<file path="config.mk">
export PLATFORM = sky130hd
export DESIGN_NAME = alu_exec
export DESIGN_NICKNAME = d
export VERILOG_FILES = /design/src/hw/rv_bypass_pkg.sv /design/src/hw/alu_exec.sv
export SDC_FILE = /design/constraint.sdc
export NUM_CORES = 1
export LEC_CHECK = 0
export BUFFER_PORTS_ARGS = -buffer_cell sky130_fd_sc_hd__buf_2
export CORE_MARGIN = 1
export CORE_UTILIZATION = 25
export CTS_CLUSTER_SIZE = 28
export DETAILED_ROUTE_END_ITERATION = 8
export GPL_TIMING_DRIVEN = 0
export PLACE_DENSITY = 0.52
export REMOVE_ABC_BUFFERS = 1
export SETUP_SLACK_MARGIN = 0.4
export SYNTH_ARGS = -nofsm -noshare
export SYNTH_HDL_FRONTEND = slang
export SYNTH_SLANG_ARGS = --single-unit
</file>
<file path="constraint.sdc">
create_clock -name clk -period 0.8 [get_ports clk]
set_clock_uncertainty 0.05 [all_clocks]
set_input_delay 0 -clock clk [delete_from_list [all_inputs] [get_ports clk]]
set_output_delay 0 -clock clk [all_outputs]
set_load 0.03 [all_outputs]
</file>
<file path="src/hw/rv_bypass_pkg.sv">
`default_nettype none

package rv_bypass_pkg;

    localparam int xlen           = 64;
    localparam int reg_addr_width = 5;
    localparam int reg_depth      = 32;

    localparam logic [6:0] op_reg = 7'b0110011; // R-type alu
    localparam logic [6:0] op_imm = 7'b0010011; // I-type alu

    localparam logic [2:0] f3_add_sub = 3'b000;
    localparam logic [2:0] f3_slt     = 3'b010;
    localparam logic [2:0] f3_xor     = 3'b100;
    localparam logic [2:0] f3_or      = 3'b110;
    localparam logic [2:0] f3_and     = 3'b111;

    localparam logic [6:0] f7_base = 7'b0000000;
    localparam logic [6:0] f7_alt  = 7'b0100000; // sub

    localparam int alu_op_width = 3;

    localparam logic [alu_op_width-1:0] alu_add = 3'd0;
    localparam logic [alu_op_width-1:0] alu_sub = 3'd1;
    localparam logic [alu_op_width-1:0] alu_and = 3'd2;
    localparam logic [alu_op_width-1:0] alu_or  = 3'd3;
    localparam logic [alu_op_width-1:0] alu_xor = 3'd4;
    localparam logic [alu_op_width-1:0] alu_slt = 3'd5;

    // one instruction word, two views
    typedef union packed {
        struct packed {
            logic [6:0]                funct7;
            logic [reg_addr_width-1:0] rs2;
            logic [reg_addr_width-1:0] rs1;
            logic [2:0]                funct3;
            logic [reg_addr_width-1:0] rd;
            logic [6:0]                opcode;
        } r_fields;
        struct packed {
            logic [11:0]               imm12;
            logic [reg_addr_width-1:0] rs1;
            logic [2:0]                funct3;
            logic [reg_addr_width-1:0] rd;
            logic [6:0]                opcode;
        } i_fields;
    } instr_t;

endpackage

`default_nettype wire

</file>
<file path="src/hw/alu_exec.sv">
`default_nettype none

module alu_exec (
    input  wire                                    clk,
    input  wire                                    rst_n,
    input  wire                                    id_valid,
    input  wire [rv_bypass_pkg::reg_addr_width-1:0] rd,
    input  wire [rv_bypass_pkg::alu_op_width-1:0]   alu_op,
    input  wire                                    use_imm,
    input  wire [rv_bypass_pkg::xlen-1:0]           imm,
    input  wire [rv_bypass_pkg::xlen-1:0]           op_a,
    input  wire [rv_bypass_pkg::xlen-1:0]           op_b,
    output logic                                    ex_valid,
    output logic [rv_bypass_pkg::reg_addr_width-1:0] ex_rd,
    output logic [rv_bypass_pkg::xlen-1:0]          ex_result
);

    logic [rv_bypass_pkg::xlen-1:0] src_b;
    logic [rv_bypass_pkg::xlen-1:0] alu_res;

    assign src_b = use_imm ? imm : op_b;

    always_comb begin
        case (alu_op)
            rv_bypass_pkg::alu_add: alu_res = op_a + src_b;
            rv_bypass_pkg::alu_sub: alu_res = op_a - src_b;
            rv_bypass_pkg::alu_and: alu_res = op_a & src_b;
            rv_bypass_pkg::alu_or:  alu_res = op_a | src_b;
            rv_bypass_pkg::alu_xor: alu_res = op_a ^ src_b;
            rv_bypass_pkg::alu_slt: alu_res = {{(rv_bypass_pkg::xlen-1){1'b0}},
                                               $signed(op_a) < $signed(src_b)};
            default:                alu_res = '0;
        endcase
    end

    always_ff @(posedge clk or negedge rst_n) begin
        if (!rst_n) begin
            ex_valid  <= 1'b0;
            ex_rd     <= '0;
            ex_result <= '0;
        end else begin
            ex_valid  <= id_valid;
            ex_rd     <= rd;
            ex_result <= (rd == '0) ? '0 : alu_res; // x0 result never leaves EX
        end
    end

endmodule

`default_nettype wire

</file>
[After elaboration in Yosys (flattened, before gate mapping)]
Cells that the tools add are included.
Operators by class
  add/subtract/negate cells: 2
  order comparisons: 1
  equality and inequality tests: 5
  mux-type cells: 3
  bitwise logic cells: 3
  reductions and logical operators: 2
Operator list (count)
  one-hot mux 64 bit (6 select lines): 1
  two-way mux 64 bit: 2
  adder 64 bit: 1
  bitwise AND 64 bit: 1
  < comparator 64 bit: 1
  OR 64 bit: 1
  subtractor 64 bit: 1
  XOR 64 bit: 1
  == test 3 x 2 -> 1 bit, second input constant: 2
  == test 3 bit, second input constant: 2
  zero test 5 bit: 1
  == test 3 x 1 -> 1 bit, second input constant: 1
  zero test 3 bit: 1
Word-level totals
  register bits: 70
  input bits: 204
  output and inout bits: 70

[Logic depth before layout (Yosys ltp)]
  word-level depth: 4
  gate-level depth with buffers: 18
  gate-level depth less buffers: 17

[Worst setup path before layout]
OpenSTA, ideal clock, no wires.
  kind: input -> register
  start: input port use_imm
  end: register ex_result[44] (netlist bit)
  setup time: 0.132 ns
  arrival time: 3.806 ns
  setup slack: -3.188 ns
  cell stages on the path: 17
  path buffers: 2
  cell sequence: clkbuf_1 > clkbuf_1 > mux2i_1 > inv_1 > fa_1 > a21oi_1 > o211ai_1 > nand3_1 > a21oi_2 > o311ai_2 > a2111oi_4 > or4_1 > a21oi_1 > nor2_1 > xnor2_1 > a222oi_1 > nor2_1
Between the ends
  longest elaborated chain between the ends: 4
  elaborated cells between the ends (all ways): 8
RTL lines
  from (decl): RTL line alu_exec.sv:9  | input wire use_imm,
  two-way mux 64 bit *: RTL line alu_exec.sv:21  | assign src_b = use_imm ? imm : op_b;
  subtractor 64 bit, or another cell as far along: RTL line alu_exec.sv:26  | rv_bypass_pkg::alu_sub: alu_res = op_a - src_b;
  one-hot mux 64 bit (6 select lines) *: RTL line alu_exec.sv:24  | case (alu_op)
  two-way mux 64 bit *: RTL line alu_exec.sv:44  | ex_result <= (rd == '0) ? '0 : alu_res;
  to (signal assigned): RTL line alu_exec.sv:44
  to (decl): RTL line alu_exec.sv:15  | output logic [rv_bypass_pkg::xlen-1:0] ex_result
Every way passes the cells marked *; elsewhere a longest branch is shown, timed or not.

[Worst setup path in the final report]
  start: input port use_imm
  end: register ex_result[55] (netlist bit)
Same word-level chain as after synthesis.

==> qor.csv <==
metric,value,unit
Max-Cap Viols,0,
clk root buf,clkbuf_16,
largest cells by area after synthesis,"ha_1 18%, dfrtp_1 13%, a21oi_1 9.7%",
GPL Wtd Cong,0.916,
critical path startpoint category,input pin,
DP HPWL,46.8,mm
Post-CTS Hold Fix Bufs,5,
routed wire length,69.0,mm
via count,16800,
Setup-failing EPs final,134,
initial core utilization,25.3,%
drt initial violations,1162,
initial antenna violation count,8,
Clock Sinks,70,
Tcrit/Tclk final,433,%
metal3 WL,4.43,mm
final hold violations,76,
pwr dens,1320,nW/um2
input/output buffers,273,
Ys Warns,0,
Die Y-Extent,238,um
Synth area leader,ha_1,
Syn Inst Count,1980,
vias in the first global route,16200,
Slew Limit Fails,0,
RSZ-0062 raised after global routing,true,
first-pass GRT wire length,100,mm
status,"finished, violations left",
Clock Tree Buf Depth,2,
Worst path top cell family by delay,buffers and inverters,
row count,86,
library cells used by synthesis,94,
number of cells on the critical path,23,
sequential power share,14.4,%
CTS tree,built,
Synth Flop Type,dfrtp_1,
number of flops mapped to enable cells by yosys,0,
I/O pin count,274,
Worst setup endpoint,ex_result[55],
Syn Area/Cell,7.02,um2
htree depth,3,
post-route ant nets,0,
sequential-to-total area share from yosys stat,12.6,%
fmax,289,MHz
Max-slew headroom,21.1,%
Critical Path Sink Type,flip-flop,
number of CTS-inserted buffers,9,
Tot GR Track Use,23.4,%
setup ws final,-2.67,ns
maximum vdd drop,0.00111,V
Critical Path AT,3.74,ns
Synth Cell Area,13900,um2
Area growth syn-to-layout,59.5,%
drt drc,0,
failing checks,"negative hold slack, negative setup slack",
switching share of total power,47.2,%
NumNets Final,2799,
top fanout value on the critical path,4,
Cell Int Power,15.4,mW
measured slew at the worst slew-check pin,1.18,ns
Final Critical Period,3.47,ns
GR Overflow Total,0,
most numerous cell in the Yosys netlist,a21oi_1,
final hold slack,-0.492,ns
combinational share of power,68.8,%
WL per Instance,21.9,um
M1 WL,28.6,mm
asr flop ratio synth,100,%
largest net degree at the start of global routing,83,
highest routed metal layer,met5,
Synth top cells by count,"269 x a21oi_1, 224 x nor2_1, 201 x ha_1, 198 x inv_1, 119 x nand2_1",
Clock power frac,16.8,%
top-area cell type share of the netlist area,18.1,%
drt pass-1 iters,5,
cells along the critical path,buf_16 > buf_12 > buf_16 > mux2i_4 > ha_2 > nor2b_4 > o211ai_2 > a211oi_2 > nor4b_4 > buf_4 > nor4b_4 > a211oi_4 > buf_12 > o211ai_1 > buf_4 > buf_4 > buf_4 > buf_4 > buf_4 > a31oi_1 > xnor2_1 > nand2_1 > a21oi_2,
WS Path Type,input pin to flip-flop,
WP data required,1.07,ns
register bit total from synthesis,70,
die area,56600,um2
Crit path buffers/inverters,10,
setup TNS,-151.17,ns
vias per cell,5.35,
Clock Pin Slew Worst Setup and Hold Paths,0.07,ns
Static Leak,9.44,nW
met2 routed WL,33.9,mm
Chip Width,238,um
P_sw,13.8,mW
Hold/Removal Path Class,input pin to asynchronous set/reset pin,
CP startpoint,use_imm,
layout cell share with drive strength beyond 1,40.1,%
CP peak stage delay,0.39,ns
total core area,55000,um2
CP max-delay cell,a211oi_4,
Critical Path Most Common Cell,buf_4,
-- what timing repair did --
action / 4_1_cts / 5_1_grt
pin swaps: 102 / 177
resized for setup: 492 / 354
setup buffers: 103 / 117
endpoints found under the hold margin: 78 / 73
endpoints found under the setup margin: 134 / 139
cloned: 12 / 0
-- cell families after synthesis --
kind of cell / count (synthesis) / share of synthesized area [%]
AO/OA/AOI/OAI: 685 / 32.4
AND/OR/NAND/NOR: 571 / 19.1
flip-flops: 70 / 12.6
XOR/XNOR: 52 / 3.27
buffers and inverters: 330 / 9.23
adder cells (fa/ha/maj): 203 / 18.4
multiplexers: 69 / 4.97
-- layer usage --
layer,track usage (%),vias up
met5,0,-
met4,7.16,10
met3,4.81,118
met2,40.3,628
met1,28.9,8184
li1,-,7906
-- area by class of cell --
class / instances / area [um2]
Sequential cell: 70 / 1760
Timing Repair Buffer: 519 / 4400
Antenna cell: 3 / 7.51
Fill cell: 5486 / 32800
Timing Repair inverter: 2 / 15.0
Inverter: 210 / 838
Clock buffer: 10 / 229
Multi-Input combinational cell: 1580 / 13900
Tap cell: 748 / 936
Clock inverter: 6 / 93.8
-- per-stage QoR --
step / cells / cell area (um2) / setup WS, ns / power [mW] / util, %
2_1_floorplan: 1860 / 13400 / -2.54 / 12.8 / -
3_3_place_gp: 2881 / 15700 / -9.12 / 17.3 / 28.6
3_5_place_dp: 2892 / 16000 / -4.82 / 17.4 / 29.1
4_1_cts: 3028 / 19900 / -2.67 / 26.4 / 36.2
5_1_grt: 3146 / 22200 / -2.78 / 30.8 / 40.3
6_report: 3148 / 22200 / -2.67 / 29.2 / 40.4
-- registers in the layout, indices dropped and copies added (netlist names) --
name and flops:
ex_result 64, ex_rd 5, ex_valid 1
-- cell usage in the layout, fill, tap and decap left out, types with 22 or more instances in the layout --
cell	instances
nor2_1	201
a21oi_1	200
buf_2	200
inv_1	177
buf_4	167
ha_1	143
buf_6	111
nand2_1	107
dfrtp_1	67
a21oi_2	56
ha_4	49
o21ai_0	45
xnor2_1	45
mux2i_4	44
nor3_1	42
o211ai_1	38
o21bai_1	35
o21ai_1	29
nand3_1	27
mux2i_1	22
-- power groups by stage --
stage                     Combinational (mW)  Clock [mW]  Sequential (mW)
after floorplan                         7.83           0             5.01
after global placement                  13.1           0             4.17
after detailed placement                13.3           0             4.18
after CTS                               17.2        5.09             4.17
after global routing                    21.3        5.18             4.25
final                                   20.1        4.91             4.21
-- how the worst min path moves through the flow --
stage / from / endpoint / slack (ns)
after floorplan: rst_n / ex_rd[0] / -0.35
after global placement: id_valid / ex_valid / 0.06
after detailed placement: rst_n / ex_valid / -0.05
after CTS: rst_n / ex_valid / -0.48
after global routing: rst_n / ex_result[42] / -0.46
final: rst_n / ex_result[42] / -0.49
Power figures use the tool's default switching activity.
