$ cat config.mk
export PLATFORM = sky130hd
export DESIGN_NAME = instr_decode
export DESIGN_NICKNAME = d
export VERILOG_FILES = /design/src/hw/rv_bypass_pkg.sv /design/src/hw/instr_decode.sv
export SDC_FILE = /design/constraint.sdc
export NUM_CORES = 1
export LEC_CHECK = 0
export ABC_AREA = 1
export BUFFER_PORTS_ARGS = -buffer_cell sky130_fd_sc_hd__buf_2
export CORE_UTILIZATION = 44
export CTS_CLUSTER_DIAMETER = 100
export DETAILED_ROUTE_END_ITERATION = 10
export GPL_TIMING_DRIVEN = 1
export PLACE_DENSITY = 0.86
export SLEW_MARGIN = 10
export SYNTH_ARGS = -nofsm -noshare
export SYNTH_HDL_FRONTEND = slang
export SYNTH_SLANG_ARGS = --single-unit
$ cat constraint.sdc
create_clock -name clk -period 5.2 [get_ports clk]
set_clock_uncertainty 0.2 [all_clocks]
set_input_delay 0 -clock clk [delete_from_list [all_inputs] [get_ports clk]]
set_output_delay 0 -clock clk [all_outputs]
set_load 0.1 [all_outputs]
$ cat src/hw/rv_bypass_pkg.sv
`default_nettype none

package rv_bypass_pkg;

    localparam int xlen           = 64;
    localparam int reg_addr_width = 5;
    localparam int reg_depth      = 32;

    localparam logic [6:0] op_reg = 7'b0110011; // R-type alu
    localparam logic [6:0] op_imm = 7'b0010011; // I-type alu

    localparam logic [2:0] f3_add_sub = 3'b000;
    localparam logic [2:0] f3_slt     = 3'b010;
    localparam logic [2:0] f3_xor     = 3'b100;
    localparam logic [2:0] f3_or      = 3'b110;
    localparam logic [2:0] f3_and     = 3'b111;

    localparam logic [6:0] f7_base = 7'b0000000;
    localparam logic [6:0] f7_alt  = 7'b0100000; // sub

    localparam int alu_op_width = 3;

    localparam logic [alu_op_width-1:0] alu_add = 3'd0;
    localparam logic [alu_op_width-1:0] alu_sub = 3'd1;
    localparam logic [alu_op_width-1:0] alu_and = 3'd2;
    localparam logic [alu_op_width-1:0] alu_or  = 3'd3;
    localparam logic [alu_op_width-1:0] alu_xor = 3'd4;
    localparam logic [alu_op_width-1:0] alu_slt = 3'd5;

    // one instruction word, two views
    typedef union packed {
        struct packed {
            logic [6:0]                funct7;
            logic [reg_addr_width-1:0] rs2;
            logic [reg_addr_width-1:0] rs1;
            logic [2:0]                funct3;
            logic [reg_addr_width-1:0] rd;
            logic [6:0]                opcode;
        } r_fields;
        struct packed {
            logic [11:0]               imm12;
            logic [reg_addr_width-1:0] rs1;
            logic [2:0]                funct3;
            logic [reg_addr_width-1:0] rd;
            logic [6:0]                opcode;
        } i_fields;
    } instr_t;

endpackage

`default_nettype wire

$ cat src/hw/instr_decode.sv
`default_nettype none

module instr_decode (
    input  wire                                      clk,
    input  wire                                      rst_n,
    input  wire                                      instr_valid,
    input  wire [31:0]                               instr,
    output logic                                     id_valid,
    output logic [rv_bypass_pkg::reg_addr_width-1:0] rs1,
    output logic [rv_bypass_pkg::reg_addr_width-1:0] rs2,
    output logic [rv_bypass_pkg::reg_addr_width-1:0] rd,
    output logic [rv_bypass_pkg::xlen-1:0]           imm,
    output logic [rv_bypass_pkg::alu_op_width-1:0]   alu_op,
    output logic                                     use_imm
);

    rv_bypass_pkg::instr_t id_instr;
    logic                  id_word_valid;
    logic                  legal;

    always_ff @(posedge clk or negedge rst_n) begin
        if (!rst_n) begin
            id_word_valid <= 1'b0;
            id_instr      <= '0;
        end else begin
            id_word_valid <= instr_valid;
            id_instr      <= instr;
        end
    end

    always_comb begin
        legal   = 1'b0;
        use_imm = 1'b0;
        alu_op  = rv_bypass_pkg::alu_add;
        rs1     = '0;
        rs2     = '0;
        rd      = '0;
        case (id_instr.r_fields.opcode)
            rv_bypass_pkg::op_reg: begin
                rs1 = id_instr.r_fields.rs1;
                rs2 = id_instr.r_fields.rs2;
                rd  = id_instr.r_fields.rd;
                if (id_instr.r_fields.funct7 == rv_bypass_pkg::f7_base) begin
                    legal = 1'b1;
                    case (id_instr.r_fields.funct3)
                        rv_bypass_pkg::f3_add_sub: alu_op = rv_bypass_pkg::alu_add;
                        rv_bypass_pkg::f3_slt:     alu_op = rv_bypass_pkg::alu_slt;
                        rv_bypass_pkg::f3_xor:     alu_op = rv_bypass_pkg::alu_xor;
                        rv_bypass_pkg::f3_or:      alu_op = rv_bypass_pkg::alu_or;
                        rv_bypass_pkg::f3_and:     alu_op = rv_bypass_pkg::alu_and;
                        default:                   legal = 1'b0;
                    endcase
                end else if (id_instr.r_fields.funct7 == rv_bypass_pkg::f7_alt &&
                             id_instr.r_fields.funct3 == rv_bypass_pkg::f3_add_sub) begin
                    legal  = 1'b1;
                    alu_op = rv_bypass_pkg::alu_sub;
                end
            end
            rv_bypass_pkg::op_imm: begin
                use_imm = 1'b1;
                rs1     = id_instr.i_fields.rs1;
                rd      = id_instr.i_fields.rd; // rs2 left at 0, nothing to forward
                legal   = 1'b1;
                case (id_instr.i_fields.funct3)
                    rv_bypass_pkg::f3_add_sub: alu_op = rv_bypass_pkg::alu_add;
                    rv_bypass_pkg::f3_xor:     alu_op = rv_bypass_pkg::alu_xor;
                    rv_bypass_pkg::f3_or:      alu_op = rv_bypass_pkg::alu_or;
                    rv_bypass_pkg::f3_and:     alu_op = rv_bypass_pkg::alu_and;
                    default:                   legal = 1'b0; // slti and shifts not supported
                endcase
            end
            default: legal = 1'b0;
        endcase
    end

    assign id_valid = id_word_valid && legal; // illegal word becomes a bubble
    assign imm = {{(rv_bypass_pkg::xlen-12){id_instr.i_fields.imm12[11]}},
                  id_instr.i_fields.imm12};

endmodule

`default_nettype wire

Word level (Yosys, flattened, before mapping). Cells that the tools add are included.

Reduce and logical (&&, ||, !) cells: 7. Multiplexer cells: 14. Eq/ne operators: 7.

Operators by type and width (count): 2-to-1 mux 5 bit (3); == test 7 x 6 -> 1 bit (second input constant) (2); one-hot mux 3 bit (4 select lines) (1); == test 3 bit (second input constant) (3); one-hot mux 3 bit (3 select lines) (1); == test 7 x 5 -> 1 bit (second input constant) (1); zero test 7 bit (1); 2-to-1 mux 1 bit (6); one-hot mux 3 bit (2 select lines) (1); OR reduction 5 bit (1); OR reduction 4 bit (1); == test 3 x 2 -> 1 bit (second input constant) (1); zero test 3 bit (1); 2-to-1 mux 3 bit (1); logical AND 1 bit (2); one-hot mux 1 bit (2 select lines) (1); OR reduction 2 bit (1).

Word-level logic and storage cells: 30. Bits of input ports: 35. Output and inout port bits: 84. Register bits after elaboration: 33.

Depth between registers and ports, before layout.
Word-level depth: 6. Depth in mapped cells: 7. Gate-level depth less buffers: 7.

Worst setup path before layout. No wires, ideal clock.

Kind: register -> output. Start point: register id_instr[31] (netlist bit). End point: output port alu_op[1] (netlist bit). Setup slack: 1.614 ns. Data arrival time: 3.386 ns. Path buffers: 0. Cell stages (with the launch flop): 6. Data required time: 5.000 ns. Cells stage by stage: dfrtp_1 > nor2_2 > nand2_2 > nor2_4 > a21oi_2 > nor3_1.

Word-level cells in the longest chain between the ends: 3.

RTL lines: from (decl) (line instr_decode.sv:17) `rv_bypass_pkg::instr_t id_instr;`; from (signal assigned) (line instr_decode.sv:27) `id_instr <= instr;`; zero test 7 bit (line instr_decode.sv:43) `if (id_instr.r_fields.funct7 == rv_bypass_pkg::f7_base) begin`; 2-to-1 mux 3 bit (line instr_decode.sv:43); one-hot mux 3 bit (2 select lines) (line instr_decode.sv:38) `case (id_instr.r_fields.opcode)`; to (decl) (line instr_decode.sv:13) `output logic [rv_bypass_pkg::alu_op_width-1:0] alu_op,`.

No other way between the ends.

Final worst setup path.
Start point: register id_instr[31] (netlist bit). End point: output port alu_op[0] (netlist bit).

Word-level cells in the longest chain between the ends: 5.

RTL lines: == test 7 x 6 -> 1 bit (line instr_decode.sv:53) `end else if (id_instr.r_fields.funct7 == rv_bypass_pkg::f7_alt &&`; logical AND 1 bit (line instr_decode.sv:53); 2-to-1 mux 1 bit (line instr_decode.sv:53); 2-to-1 mux 3 bit * (line instr_decode.sv:43); one-hot mux 3 bit (2 select lines) * (line instr_decode.sv:38).

Mark *: on every way between the ends. The rest lies on a longest branch, timed or not.

==> results.sh <==
export IMPL_run_status="completed"
export IMPL_detail_route_vias_per_cell=4.32
export IMPL_synth_top_area_share_pct=49.8
export IMPL_fin_tns_setup_ns=0
export IMPL_die_width_um=63.4
export IMPL_clk_transition_reported_paths_ns=0.07
export IMPL_detailedPlacementHpwl_um=2110
export IMPL_ir_drop_mv=0.289
export IMPL_yosys_warnings=0
export IMPL_worst_endpoint_required_ns=5.00
export IMPL_syn_num_nets=210
export IMPL_initial_core_util_pct=47.8
export IMPL_tritoncts="done"
export IMPL_cpLargestDelayFamily="buffers and inverters"
export IMPL_routed_wire_length_per_instance_um=13.7
export IMPL_core_rowCount=21
export IMPL_finalCriticalPeriod_ns=2.19
export IMPL_pin_count=119
export IMPL_ctsResizeCount=0
export IMPL_die_h_um=63.4
export IMPL_seq_area_frac_synth_pct=49.8
export IMPL_hold_buffers=34
export IMPL_synthFlopType="sky130_fd_sc_hd__dfrtp_1"
export IMPL_globalplace_congestion=0.685
export IMPL_setup_viol=0
export IMPL_numClockSinks=33
export IMPL_setup_repair_after_global_routing_missed_its_margin="no"
export IMPL_most_repeated_cell_in_the_gate_level_netlist_after_synthesis="sky130_fd_sc_hd__buf_4"
export IMPL_filler_cell_count=257
export IMPL_critical_path_max_stage_delay_ns=0.45
export IMPL_cp_data_arrival_time_ns=1.99
export IMPL_cts_path_max_buffers=2
export IMPL_grt_first_pass_wirelength_um=6800
export IMPL_cp_max_fo=55
export IMPL_remaining_overflow_grt=0
export IMPL_critPathSlowestCell="sky130_fd_sc_hd__buf_2"
export IMPL_maxSlewHeadroom_pct=52.7
export IMPL_postSynthRegisterBits=33
export IMPL_grt_antenna_before_repair=1
export IMPL_power_uw=769
export IMPL_syn_area_per_cell_sq_um=9.47
export IMPL_worst_hold_path_type="primary input to asynchronous set/reset pin"
export IMPL_timing_max_cap_violations=0
export IMPL_ctsHtreeMaxLevel=2
export IMPL_first_global_vias=1412
export IMPL_critical_path_n_buffers_inverters=3
export IMPL_instances_no_fill=319
export IMPL_cts_inserted_buffers=5
export IMPL_synth_area_top_cells="sky130_fd_sc_hd__dfrtp_1, sky130_fd_sc_hd__buf_4, sky130_fd_sc_hd__inv_1"
export IMPL_areaGrowthSynthToFinish_pct=37.4
export IMPL_synth_common_cells="sky130_fd_sc_hd__buf_4, sky130_fd_sc_hd__dfrtp_1, sky130_fd_sc_hd__inv_1"
export IMPL_critical_path_cell_chain="buf_4 -> nor2_2 -> nand2_2 -> nor2_4 -> inv_2 -> nand2_2 -> nand2_1 -> a21oi_1 -> buf_2"
export IMPL_synth_edf_count=0
export IMPL_netlist_area_sq_um=1660
export IMPL_synth_cell_types=17
export IMPL_drc_errors=0
export IMPL_first_iter_violations=39
export IMPL_core_region_area_sq_um=3470
export IMPL_startpoint_type="flop"
export IMPL_power_density_cell_area_nw_per_um2=338
export IMPL_slew_violations=0
export IMPL_vias=1378
export IMPL_share_of_layout_cells_above_drive_strength_1_pct=51.5
export IMPL_grtUsageTotal_pct=23.4
export IMPL_max_clock_freq_ghz=0.457
export IMPL_antenna_left=0
export IMPL_drtPass1Iterations=5
export IMPL_worst_path_most_repeated_cell="sky130_fd_sc_hd__nand2_2"
export IMPL_postCtsSetupRepairBufs=0
export IMPL_power_static_leakage_uw=0.00132
export IMPL_wl_um=4360
export IMPL_largest_net_degree_at_the_start_of_global_routing=56
export IMPL_finish_net_count=306
export IMPL_actual_slew_at_the_worst_max_slew_pin_ns=0.710
export IMPL_place_inst=276
export IMPL_synth_largest_area_cell="sky130_fd_sc_hd__dfrtp_1"
export IMPL_synth_cells=175
export IMPL_dieArea_sq_um=4010
export IMPL_cts_root_buffer="sky130_fd_sc_hd__clkbuf_8"
export IMPL_worstSetupPathType="flop to primary output"
export IMPL_port_buffer_count=118
export IMPL_postSynth_asyncResetShare_pct=100
export IMPL_post_route_period_util_pct=42.1
export IMPL_timing_hold_violations_final=0
export IMPL_end_kind="primary output"
final timing paths:
path                                         from                      end  slack [ns]  cells past startpoint
max                        id_instr[31]$_DFF_PN0_                alu_op[0]        3.01                      9
min                                         rst_n  id_word_valid$_DFF_PN0_        0.11                      2
max in group asynchronous                   rst_n   id_instr[27]$_DFF_PN0_        4.23                      2
min in group clk                        instr[10]   id_instr[10]$_DFF_PN0_        0.15                      2
layout make-up:
cell class                 count  area, sq um  area share [%]
inverter                      27          105            4.62
tap                           46         57.6            2.53
clock buffer                   7         96.3            4.23
timing repair buffer         153          938            41.2
multi-input combinational     51          245            10.8
clock inverter                 1         5.00           0.220
antenna                        1         2.50           0.110
sequential                    33          826            36.3
cells in the final DEF, fill, tap and decap left out:
cell,instances
sky130_fd_sc_hd__inv_1,23
sky130_fd_sc_hd__clkinv_2,2
sky130_fd_sc_hd__nand4_1,1
sky130_fd_sc_hd__nor2_2,2
sky130_fd_sc_hd__nand2_2,3
sky130_fd_sc_hd__dfrtp_1,33
sky130_fd_sc_hd__inv_2,2
sky130_fd_sc_hd__o21ai_0,1
sky130_fd_sc_hd__nor3_1,3
sky130_fd_sc_hd__dlygate4sd3_1,34
sky130_fd_sc_hd__nand3_1,3
sky130_fd_sc_hd__nor2_1,21
sky130_fd_sc_hd__clkbuf_8,7
sky130_fd_sc_hd__buf_2,118
sky130_fd_sc_hd__a21oi_2,2
sky130_fd_sc_hd__a21oi_1,4
sky130_fd_sc_hd__inv_4,1
sky130_fd_sc_hd__diode_2,1
sky130_fd_sc_hd__nor2_4,2
sky130_fd_sc_hd__buf_4,1
sky130_fd_sc_hd__nand2_1,9
where the power goes:
group	switching (uW)	internal [uW]
registers	6.13	270
logic	232	46.4
clock network	95.0	120
per-stage QoR:
step	instance area [sq um]	setup slack [ns]	utilization, %	hold slack, ns
after global placement	1830	3.33	52.8	-0.130
after floorplan	1660	1.61	-	-0.496
after CTS	2270	2.99	65.5	0.110
after detailed placement	1830	3.30	52.8	-0.122
after global routing	2280	2.90	65.6	0.151
final	2280	3.01	65.6	0.111
metal layers:
metal | vias up | GRT usage (%) | routed length (um) | part of all wire, %
li1 | 646 | - | - | -
met1 | 623 | 19.4 | 1350 | 31
met2 | 91 | 46.0 | 2440 | 56
met3 | 18 | 5.43 | 301 | 6.9
met4 | 0 | 17.9 | 264 | 6.1
met5 | - | 0 | 0 | 0
sequential cells by signal, indices dropped and copies added (netlist names):
| signal | count |
|---|---|
| id_instr | 32 |
| id_word_valid | 1 |
kinds of logic after synthesis:
group	count (synthesis)	share of synthesized area (%)
and+or+nand+nor	44	12.2
AOI/OAI and AO/OA	7	2.57
buffers and inverters	91	35.3
DFF	33	49.8
Power figures use the tool's default switching activity.
