`src/hw/rv_bypass_pkg.sv`:
```
`default_nettype none

package rv_bypass_pkg;

    localparam int xlen           = 64;
    localparam int reg_addr_width = 5;
    localparam int reg_depth      = 32;

    localparam logic [6:0] op_reg = 7'b0110011; // R-type alu
    localparam logic [6:0] op_imm = 7'b0010011; // I-type alu

    localparam logic [2:0] f3_add_sub = 3'b000;
    localparam logic [2:0] f3_slt     = 3'b010;
    localparam logic [2:0] f3_xor     = 3'b100;
    localparam logic [2:0] f3_or      = 3'b110;
    localparam logic [2:0] f3_and     = 3'b111;

    localparam logic [6:0] f7_base = 7'b0000000;
    localparam logic [6:0] f7_alt  = 7'b0100000; // sub

    localparam int alu_op_width = 3;

    localparam logic [alu_op_width-1:0] alu_add = 3'd0;
    localparam logic [alu_op_width-1:0] alu_sub = 3'd1;
    localparam logic [alu_op_width-1:0] alu_and = 3'd2;
    localparam logic [alu_op_width-1:0] alu_or  = 3'd3;
    localparam logic [alu_op_width-1:0] alu_xor = 3'd4;
    localparam logic [alu_op_width-1:0] alu_slt = 3'd5;

    // one instruction word, two views
    typedef union packed {
        struct packed {
            logic [6:0]                funct7;
            logic [reg_addr_width-1:0] rs2;
            logic [reg_addr_width-1:0] rs1;
            logic [2:0]                funct3;
            logic [reg_addr_width-1:0] rd;
            logic [6:0]                opcode;
        } r_fields;
        struct packed {
            logic [11:0]               imm12;
            logic [reg_addr_width-1:0] rs1;
            logic [2:0]                funct3;
            logic [reg_addr_width-1:0] rd;
            logic [6:0]                opcode;
        } i_fields;
    } instr_t;

endpackage

`default_nettype wire

```
`src/hw/operand_forward.sv`:
```
`default_nettype none

module operand_forward (
    input  wire [rv_bypass_pkg::reg_addr_width-1:0] rs1,
    input  wire [rv_bypass_pkg::reg_addr_width-1:0] rs2,
    input  wire [rv_bypass_pkg::xlen-1:0]           rs1_data,
    input  wire [rv_bypass_pkg::xlen-1:0]           rs2_data,
    input  wire                                    ex_valid,
    input  wire [rv_bypass_pkg::reg_addr_width-1:0] ex_rd,
    input  wire [rv_bypass_pkg::xlen-1:0]           ex_result,
    input  wire                                    mem_valid,
    input  wire [rv_bypass_pkg::reg_addr_width-1:0] mem_rd,
    input  wire [rv_bypass_pkg::xlen-1:0]           mem_result,
    input  wire                                    wb_valid,
    input  wire [rv_bypass_pkg::reg_addr_width-1:0] wb_rd,
    input  wire [rv_bypass_pkg::xlen-1:0]           wb_data,
    output logic [rv_bypass_pkg::xlen-1:0]          op_a,
    output logic [rv_bypass_pkg::xlen-1:0]          op_b
);

    logic ex_hit_a;
    logic mem_hit_a;
    logic wb_hit_a;
    logic ex_hit_b;
    logic mem_hit_b;
    logic wb_hit_b;

    // a stage matches when valid and its rd is the source
    assign ex_hit_a  = ex_valid  && ex_rd  == rs1;
    assign mem_hit_a = mem_valid && mem_rd == rs1;
    assign wb_hit_a  = wb_valid  && wb_rd  == rs1;
    assign ex_hit_b  = ex_valid  && ex_rd  == rs2;
    assign mem_hit_b = mem_valid && mem_rd == rs2;
    assign wb_hit_b  = wb_valid  && wb_rd  == rs2;

    always_comb begin
        if (rs1 == '0) begin
            op_a = '0;
        end else if (ex_hit_a) begin // youngest first
            op_a = ex_result;
        end else if (mem_hit_a) begin
            op_a = mem_result;
        end else if (wb_hit_a) begin
            op_a = wb_data;
        end else begin
            op_a = rs1_data;
        end
    end

    always_comb begin
        if (rs2 == '0) begin
            op_b = '0;
        end else if (ex_hit_b) begin
            op_b = ex_result;
        end else if (mem_hit_b) begin
            op_b = mem_result;
        end else if (wb_hit_b) begin
            op_b = wb_data;
        end else begin
            op_b = rs2_data;
        end
    end

    // alu_exec zeroes the result of an x0 write
    always_comb begin
        a_no_x0_escape: assert (
            !(ex_valid  && ex_rd  == '0 && ex_result  != '0) &&
            !(mem_valid && mem_rd == '0 && mem_result != '0) &&
            !(wb_valid  && wb_rd  == '0 && wb_data    != '0)
        ) else $error("nonzero result tagged with rd x0");
    end

endmodule

`default_nettype wire

```
`config.mk`:
```
export PLATFORM = sky130hd
export DESIGN_NAME = operand_forward
export DESIGN_NICKNAME = d
export VERILOG_FILES = /design/src/hw/rv_bypass_pkg.sv /design/src/hw/operand_forward.sv
export SDC_FILE = /design/constraint.sdc
export NUM_CORES = 1
export LEC_CHECK = 0
export ABC_AREA = 1
export CAP_MARGIN = 10
export CORE_AREA = 2 2 184 186
export DETAILED_ROUTE_END_ITERATION = 8
export DIE_AREA = 0 0 186 188
export DONT_BUFFER_PORTS = 1
export GPL_ROUTABILITY_DRIVEN = 0
export PLACE_DENSITY = 0.34
export SETUP_SLACK_MARGIN = 0.2
export SLEW_MARGIN = 5
export SYNTH_ARGS = -nofsm -noshare
export SYNTH_HDL_FRONTEND = slang
export SYNTH_SLANG_ARGS = --single-unit
```
`constraint.sdc`:
```
create_clock -name vclk -period 3
set_input_delay 0.3 -clock vclk [all_inputs]
set_output_delay 0.3 -clock vclk [all_outputs]
set_load 0.05 [all_outputs]
```
# Word-level counts from Yosys, hierarchy flattened
# Index checks and enable logic that the tools add are counted.
# totals
regBits,0
inputBits,348
out_inout_bits,128
wordCells,22
# op_classes
n_eq_ne,6
muxes,8
n_reduce_logical,8
# ops
op,n
$mux W64,8
$eq A5 B5 Y1,6
$logic_not A5 Y1,2
$logic_and A1 B1 Y1,6

# Depth between registers and ports, before layout
# Gate-level depths: netlist of the first run.
# depth
ltp_word,6
depth_mapped,11
mapped_depth_nobuf,9

# Least setup slack after synthesis of the first run
# OpenSTA, ideal clock, no wires.
# synth_timing
kind,input -> output
startpoint,input ex_rd[3] (netlist name)
endpoint,output op_a[41] (netlist name)
arrival_time_ns,1.838
required_time_ns,2.700
path_slack_ns,0.862
stages,9
n_path_buf,2
cell_sequence,inv_1 -> o21ai_1 -> inv_1 -> nand3_1 -> nor2_1 -> buf_2 -> buf_4 -> nor2_1 -> a21oi_1
# synth_between
elab_chain_cells,4
# synth_rtl
element,line,text
start: declaration,operand_forward.sv:9,"input wire [rv_bypass_pkg::reg_addr_width-1:0] ex_rd,"
$eq A5 B5 Y1,operand_forward.sv:29,assign ex_hit_a = ex_valid && ex_rd == rs1;
$logic_and A1 B1 Y1,operand_forward.sv:29,
$mux W64,operand_forward.sv:39,end else if (ex_hit_a) begin
$mux W64,operand_forward.sv:37,if (rs1 == '0) begin
end: declaration,operand_forward.sv:17,"output logic [rv_bypass_pkg::xlen-1:0] op_a,"
# No other way between the ends.

# Worst setup path after layout of the first run
# layout_timing
startpoint,input wb_rd[3] (netlist name)
endpoint,output op_b[63] (netlist name)
# layout_between
elab_chain_cells,6
# layout_rtl
element,line,text
start: declaration,operand_forward.sv:15,"input wire [rv_bypass_pkg::reg_addr_width-1:0] wb_rd,"
$eq A5 B5 Y1,operand_forward.sv:34,assign wb_hit_b = wb_valid && wb_rd == rs2;
$logic_and A1 B1 Y1,operand_forward.sv:34,
$mux W64,operand_forward.sv:57,end else if (wb_hit_b) begin
$mux W64,operand_forward.sv:55,end else if (mem_hit_b) begin
$mux W64,operand_forward.sv:53,end else if (ex_hit_b) begin
$mux W64,operand_forward.sv:51,if (rs2 == '0) begin
end: declaration,operand_forward.sv:18,output logic [rv_bypass_pkg::xlen-1:0] op_b
# No other way between the ends.

==> results.json, run 1 <==
{
  "path_cells": "inv_1, o21ai_1, nor2_4, buf_4, nand3_1, nand3_1, a21oi_1, buf_4",
  "p_comb_frac": 1.000,
  "ys_top_cells_by_area": "nand2_1 (25%), nand3_1 (19%), inv_1 (19%)",
  "synth_compound_area_frac": 0.100,
  "pwr_density_cell_nw_per_um2": 204,
  "grt_util_met3": 0.0357,
  "core_area_um2": 33100,
  "drcViolationCount": 0,
  "seq_cell_count": 0,
  "chipWidth_um": 186,
  "drtIter0Drc": 455,
  "dr.pass1.iters": 4,
  "end_kind": "output pin",
  "die_area_um2": 35000,
  "stdcell_count": 2088,
  "cap_viol_max_count": 0,
  "multi_input_area_um2": 4920,
  "ys_warn_count": 0,
  "synthCells": 1591,
  "rows": 67,
  "p_sw_frac": 0.730,
  "hold_viol_final": 0,
  "synth_top_family_by_area": "simple AND/OR/NAND/NOR gates",
  "use_met1": 0.225,
  "post-cts-setup-buffer-count": 0,
  "slowest_stage": "buf_4",
  "dieHeight_um": 188,
  "ant_nets": 0,
  "vias_per_cell": 4.76,
  "min_period_over_period": 0.812,
  "grtUsageTotal": 0.189,
  "hpwl_um": 27000,
  "p_switching_w": 0.00120,
  "clock.fmax_mhz": 411,
  "critPathLaunchType": "input pin",
  "setup_viol": 0,
  "synth_cell_types": 17,
  "num_io_pins": 476,
  "yosys.area_share.xor_xnor": 0.00517,
  "grt_pass1_vias": 9434,
  "start_util": 0.205,
  "synth.area.mux_share": 0,
  "setup_tns_ns": 0,
  "avgSynthCellArea_um2": 4.26,
  "timing.final.max_slew_violations": 0,
  "drt_wl_total_um": 36400,
  "critPathRequiredTime_ns": 2.70,
  "grt_max_degree": 69,
  "io_buffers": 0,
  "syn_to_final_growth_pct": 18.7,
  "use_met2": 0.345,
  "period_needed_ns": 2.44,
  "cpPeakStageDelay_ns": 0.73,
  "p_leak_nw": 5.48,
  "post-place-cells": 2087,
  "worst-path-max-fanout": 64,
  "grt_pass1_wl_um": 52700,
  "path_class": "in2out",
  "yosys.area.top_type_share": 0.251,
  "cts_repair_resize_count": 0,
  "seqCellArea_um2": 0,
  "pwr-share-seq": 0,
  "yosysTopAreaCell": "nand2_1",
  "hold_class": "in2out",
  "worst-path-buf-inv": 3,
  "crit_family": "buffers and inverters",
  "rsz0062_at_grt": "false",
  "synthesis.nets": 1939,
  "worst_slack_ns": 0.565,
  "slew_headroom": 0.380,
  "grt_overflow_total": 0,
  "ys_seq_area_frac": 0,
  "status": "completed",
  "intPower_w": 0.000442,
  "wl_per_cell_um": 17.4,
  "final_layout_size_suffix_gt1_frac": 0.107,
  "num_vias": 9931,
  "synth_area_um2": 6780,
  "grt-busiest-layer": "met2",
  "ir_worst_vdd_mv": 0.123,
  "antenna_found_initial": 1,
  "dp_slack_ns": 0.631,
  "cp_data_arrival_time_ns": 2.14,
  "clkPwrFrac": 0,
  "nClkBuffers": 0,
  "synthAdderAreaFrac": 0,
  "final_nets": 1989,
  "yosys.area_share.simple": 0.606,
  "nFillCells": 4065,
  "tightest_slew_ns": 0.929,
  "postCtsHoldBufs": 0
}
## kinds of logic (layout without fill, tap and decap cells)
kind of cell	count (synthesis)	count (layout)
other	0	1
xor gates and xnor gates	4	4
buffers and inverters	454	502
and+or+nand+nor	997	997
AOI/OAI and AO/OA	136	136
## area by class of cell
class	count	area share
well taps	448	0.0696
diodes	1	0.000311
multi-input cells	1137	0.611
repair buffers	153	0.157
inverters	349	0.163
## power by group through the flow
stage / Combinational, W / Sequential [W] / Clock, W
2_1_floorplan: 0.00116 / 0 / 0
3_3_place_gp: 0.00163 / 0 / 0
3_5_place_dp: 0.00164 / 0 / 0
4_1_cts: 0.00164 / 0 / 0
5_1_grt: 0.00174 / 0 / 0.0000000000449
6_report: 0.00164 / 0 / 0.0000000000451
## synthesized netlist by cell type, drive strengths merged
library cell    n
nand2         453
inv           348
nor2          274
nand3         266
a21oi         133
buf            93
clkbuf         12
xnor2           4
o21ai           3
nand4           2
nor3            2
clkinv          1
## layout by cell type, fill, tap and decap left out
master,count
a21oi_1,133
buf_12,9
buf_4,144
clkinv_1,1
diode_2,1
inv_1,338
inv_2,10
nand2_1,453
nand3_1,260
nand3_4,6
nand4_1,2
nor2_1,268
nor2_4,6
nor3_1,2
o21ai_1,3
xnor2_1,4
## worst paths after layout
check / from / slack (ns) / to / cells past startpoint
worst max-delay path: wb_rd[3] / 0.56 / op_b[63] / 8
worst min-delay path: ex_result[16] / 0.96 / op_a[16] / 5
## stage by stage
step | hold WS, ns | utilization | cell area (um2) | total power (W)
floorplan | 0.921 | - | 6780 | 0.00116
global placement | 0.957 | 0.243 | 8050 | 0.00163
detailed placement | 0.958 | 0.243 | 8050 | 0.00164
CTS | 0.960 | 0.243 | 8050 | 0.00164
global route | 0.983 | 0.243 | 8050 | 0.00174
finish | 0.959 | 0.243 | 8050 | 0.00164
## per-layer routing
layer | part of all wire | vias up | wire, um
li1 | - | 4830 | -
met1 | 0.41 | 4575 | 14800
met2 | 0.49 | 474 | 17700
met3 | 0.082 | 52 | 3000
met4 | 0.022 | 0 | 816
met5 | 0 | - | 0
Note: power is estimated with default switching activity, not from simulation.
==> run 2, diff against run 1 <==
==> constraint.sdc (replaced) <==
create_clock -name vclk -period 2.45
set_input_delay 0.245 -clock vclk [all_inputs]
set_output_delay 0.245 -clock vclk [all_outputs]
set_load 0.05 [all_outputs]
==> run 2 against run 1 <==
Compared with the run above:
- worst hold slack worse by 0.11 ns
- setup slack worse by 0.19 ns
- final area rose by 0.59%
- first-iteration DRC count increased by 12%
- highest routed layer unchanged
- core utilization is 0.14 points higher
- flip-flop and latch count did not move
- sequential share of layout area stayed put
- via count is essentially flat
- power is 23% higher
- largest power group unchanged
- die area unchanged
==> results.json, run 2 (synthesis gave the netlist of run 1 again) <==
{
  "crit_top_cell": "nor2_1",
  "final_common_cell": "nand2_1",
  "timing.final.max_slew_violations": 0,
  "final_nets": 1989,
  "critPathLaunchType": "input pin",
  "chipWidth_um": 186,
  "seq_cell_count": 0,
  "rows": 67,
  "setup_viol": 0,
  "utilization": 0.245,
  "antenna_found_initial": 0,
  "antenna_cells": 0,
  "grtUsageTotal": 0.193,
  "grt_max_degree": 69,
  "status": "completed",
  "worst-path-buf-inv": 3,
  "ir_worst_vdd_mv": 0.130,
  "cpPeakStageDelay_ns": 0.27,
  "met1Wirelength_um": 15000,
  "die_area_um2": 35000,
  "drcViolationCount": 0,
  "end_kind": "output pin",
  "setup_tns_ns": 0,
  "routed-wl-met3_um": 2840,
  "post-cts-setup-buffer-count": 0,
  "nClkBuffers": 0,
  "crit_family": "simple AND/OR/NAND/NOR gates",
  "io_buffers": 0,
  "wl_met2_um": 18000,
  "hp-start": "rs2_data[52]",
  "worst-path-max-fanout": 62,
  "ant_nets": 0,
  "drt_wl_total_um": 36800,
  "hold_class": "in2out",
  "final_cell_mix": "nand2_1 (453), inv_1 (338), nor2_1 (268)",
  "tightest_slew_ns": 0.940,
  "dr.pass1.iters": 5,
  "num_vias": 9934,
  "cp_data_arrival_time_ns": 1.83,
  "final_layout_size_suffix_gt1_frac": 0.107,
  "slowest_stage": "buf_12",
  "slew_headroom": 0.373,
  "period_needed_ns": 2.08,
  "cap_viol_max_count": 0,
  "hold_viol_final": 0,
  "grt_pass1_vias": 9598,
  "min_period_over_period": 0.849,
  "drtIter0Drc": 511,
  "cts_repair_resize_count": 0,
  "top_layer": "met4",
  "grt_pass1_wl_um": 54000,
  "syn_to_final_growth_pct": 19.4,
  "rsz0062_at_grt": "false",
  "grt_overflow_total": 0,
  "clock.fmax_mhz": 481,
  "hpwl_um": 27000,
  "start_util": 0.205,
  "pwr_density_cell_nw_per_um2": 250,
  "wl_per_cell_um": 17.6,
  "dieHeight_um": 188,
  "p_leak_nw": 5.49,
  "path_cells": "inv_1, nand2_1, nand2_1, nor2_1, nand3_4, buf_12, nor2_1, nor2_1, a21oi_1, buf_4",
  "postCtsHoldBufs": 0,
  "core_area_um2": 33100,
  "vias_per_cell": 4.76,
  "hold_end": "op_b[52]",
  "whs_path_depth": 5,
  "critPathRequiredTime_ns": 2.20,
  "path_class": "in2out",
  "seqCellArea_um2": 0,
  "num_io_pins": 476
}
## run 2: changes by cell type in the layout (fill, tap and decap cells not counted)
| cell | delta |
|---|---|
| buf_4 | -4 |
| diode_2 | -1 |
| buf_12 | +4 |
## run 2: per-stage QoR
stage / worst slack, ns / cells / hold slack (ns) / cell area, um2 / total power [W]
floorplan: 0.422 / 1591 / 0.811 / 6780 / 0.00143
global placement: 0.351 / 2085 / 0.850 / 8090 / 0.00202
detailed placement: 0.382 / 2085 / 0.848 / 8090 / 0.00202
CTS: 0.377 / 2085 / 0.848 / 8090 / 0.00202
global route: 0.251 / 2087 / 0.874 / 8100 / 0.00215
finish: 0.371 / 2087 / 0.851 / 8100 / 0.00202
## run 2: area by class of cell
cell class,count,area [um2]
Timing Repair Buffer,153,1310
Multi-Input combinational cell,1137,4920
Tap cell,448,561
Fill cell,4051,25000
Inverter,349,1310
## run 2: per-layer routing
layer	vias up	global-route usage
met5	-	0
met4	0	0.0482
met3	59	0.0324
met2	511	0.349
met1	4535	0.234
li1	4829	-
## run 2: power breakdown
part,internal [W],switching [W],leakage [nW]
logic,0.000550,0.00147,5.49
registers,0,0,0
clock network,0,0,0
## run 2: how the worst max path moves through the flow
| stage | startpoint | endpoint | slack [ns] | depth (start not counted) |
|---|---|---|---|---|
| 5_1_grt | mem_rd[4] | op_b[26] | 0.25 | 10 |
| 6_report | mem_rd[3] | op_b[26] | 0.37 | 10 |
| 4_1_cts | mem_rd[3] | op_a[34] | 0.38 | 10 |
| 3_3_place_gp | rs1[3] | op_a[2] | 0.35 | 6 |
| 3_5_place_dp | mem_rd[3] | op_a[34] | 0.38 | 10 |
| 2_1_floorplan | ex_rd[3] | op_a[41] | 0.42 | 9 |
==> run 3, diff against run 2 <==
==> constraint.sdc (replaced) <==
create_clock -name vclk -period 2.1
set_input_delay 0.21 -clock vclk [all_inputs]
set_output_delay 0.21 -clock vclk [all_outputs]
set_load 0.05 [all_outputs]
==> run 3 against run 2 <==
Compared with the run above:
- sequential share of layout area unchanged
- non-clock buffer count increased by 15
- flip-flop and latch count unchanged
- core utilization increased by 6.8 points
- wire length increased by 7.1%
- die area unchanged
- final cell count rose by 0.77%
- setup slack worse by 0.10 ns
- worst hold slack lost 0.087 ns
- first-iteration DRC count grew 24%
- critical endpoint is now op_b[36]
==> results.json, run 3 (synthesis gave the netlist of run 1 again) <==
{
  "cpPeakStageDelay_ns": 0.24,
  "slew_headroom": 0.683,
  "nClkBuffers": 0,
  "path_class": "in2out",
  "final_nets": 2004,
  "p_leak_nw": 6.26,
  "grt_overflow_total": 0,
  "grt_max_degree": 75,
  "grt_pass1_vias": 9381,
  "final_layout_size_suffix_gt1_frac": 0.190,
  "critPathRequiredTime_ns": 1.89,
  "slowest_stage": "a21oi_2",
  "end_kind": "output pin",
  "hpwl_um": 29000,
  "min_period_over_period": 0.872,
  "grt_pass1_wl_um": 55300,
  "hold_end": "op_b[48]",
  "design_area_um2": 10400,
  "path_cells": "inv_2, nand2_1, nand2_1, nor2_1, nand3_4, buf_4, clkbuf_16, nand3_1, a21oi_2, buf_12",
  "use_met1": 0.244,
  "pwr_density_cell_nw_per_um2": 311,
  "vias_per_cell": 4.79,
  "clock.fmax_mhz": 546,
  "io_buffers": 0,
  "final_cell_mix": "nand2_1 (453), inv_1 (338), nor2_1 (267)",
  "cap_viol_max_count": 0,
  "start_util": 0.205,
  "nFillCells": 3812,
  "dieHeight_um": 188,
  "whs_path_depth": 5,
  "ir_worst_vdd_mv": 0.129,
  "post_dp_cell_area_um2": 10200,
  "seqCellArea_um2": 0,
  "dr.pass1.iters": 5,
  "core_area_um2": 33100,
  "setup_viol": 0,
  "postCtsHoldBufs": 0,
  "hold_viol_final": 0,
  "hp-start": "ex_result[48]",
  "num_io_pins": 476,
  "num_vias": 10100,
  "cp_data_arrival_time_ns": 1.62,
  "setup_tns_ns": 0,
  "seq_cell_count": 0,
  "chipWidth_um": 186,
  "ant_nets": 0,
  "final_common_cell": "nand2_1",
  "power_w": 0.00322,
  "wl_per_cell_um": 18.7,
  "timing.final.max_slew_violations": 0,
  "period_needed_ns": 1.83,
  "critPathLaunchType": "input pin",
  "grt-busiest-layer": "met2",
  "rows": 67,
  "antenna_found_initial": 3,
  "worst-path-max-fanout": 16,
  "drcViolationCount": 0,
  "rsz0062_at_grt": "true",
  "drt_wl_total_um": 39400,
  "tightest_slew_ns": 0.476,
  "hold_class": "in2out",
  "cp-startpoint": "rs2[1]",
  "crit_top_cell": "nand2_1",
  "drtIter0Drc": 633,
  "grtUsageTotal": 0.200,
  "status": "completed",
  "die_area_um2": 35000,
  "syn_to_final_growth_pct": 52.8,
  "grt_util_met3": 0.0451,
  "use_met2": 0.350
}
## run 3: area by class of cell
| type | count | area [um2] | share of cell area |
|---|---|---|---|
| multi-input combinational | 1137 | 5380 | 0.519 |
| timing repair buffer | 168 | 3110 | 0.300 |
| inverter | 349 | 1310 | 0.126 |
| tap | 448 | 561 | 0.0541 |
| antenna | 1 | 2.50 | 0.000241 |
## run 3: power by group
part                 total [W]  switching (W)      internal, W
Sequential                   0              0                0
Clock          0.0000000000637              0  0.0000000000637
Combinational          0.00322        0.00192          0.00130
## run 3: metal layers
layer	up-vias	wire, um
li1	4861	-
met1	4595	15900
met2	549	18700
met3	70	3480
met4	4	1260
met5	-	30
## run 3: how the worst max path moves through the flow
| stage | slack, ns | endpoint |
|---|---|---|
| 5_1_grt | 0.17 | op_b[23] |
| 6_report | 0.27 | op_b[36] |
| 2_1_floorplan | 0.20 | op_a[0] |
| 4_1_cts | 0.24 | op_a[36] |
| 3_5_place_dp | 0.24 | op_a[36] |
| 3_3_place_gp | 0.24 | op_a[34] |
## run 3: worst max-delay path, delay by kind of cell
kind / cells / cell delay [ns]
compound gates: 1 / 0.24
buf+inv: 4 / 0.68
simple gates: 5 / 0.48
## run 3: stage by stage
stage	instances	hold slack, ns	setup slack, ns	utilization
CTS	2093	0.765	0.239	0.308
floorplan	1591	0.676	0.204	-
global route	2103	0.779	0.171	0.313
detailed placement	2093	0.763	0.243	0.308
finish	2103	0.764	0.269	0.313
global placement	2093	0.763	0.239	0.308
## run 3: repair_timing
| action | CTS | global route |
|---|---|---|
| buffers inserted | 0 | 5 |
| setup endpoints to repair | 0 | 58 |
| gates resized for setup | 0 | 7 |
| hold endpoints to repair | 0 | 0 |
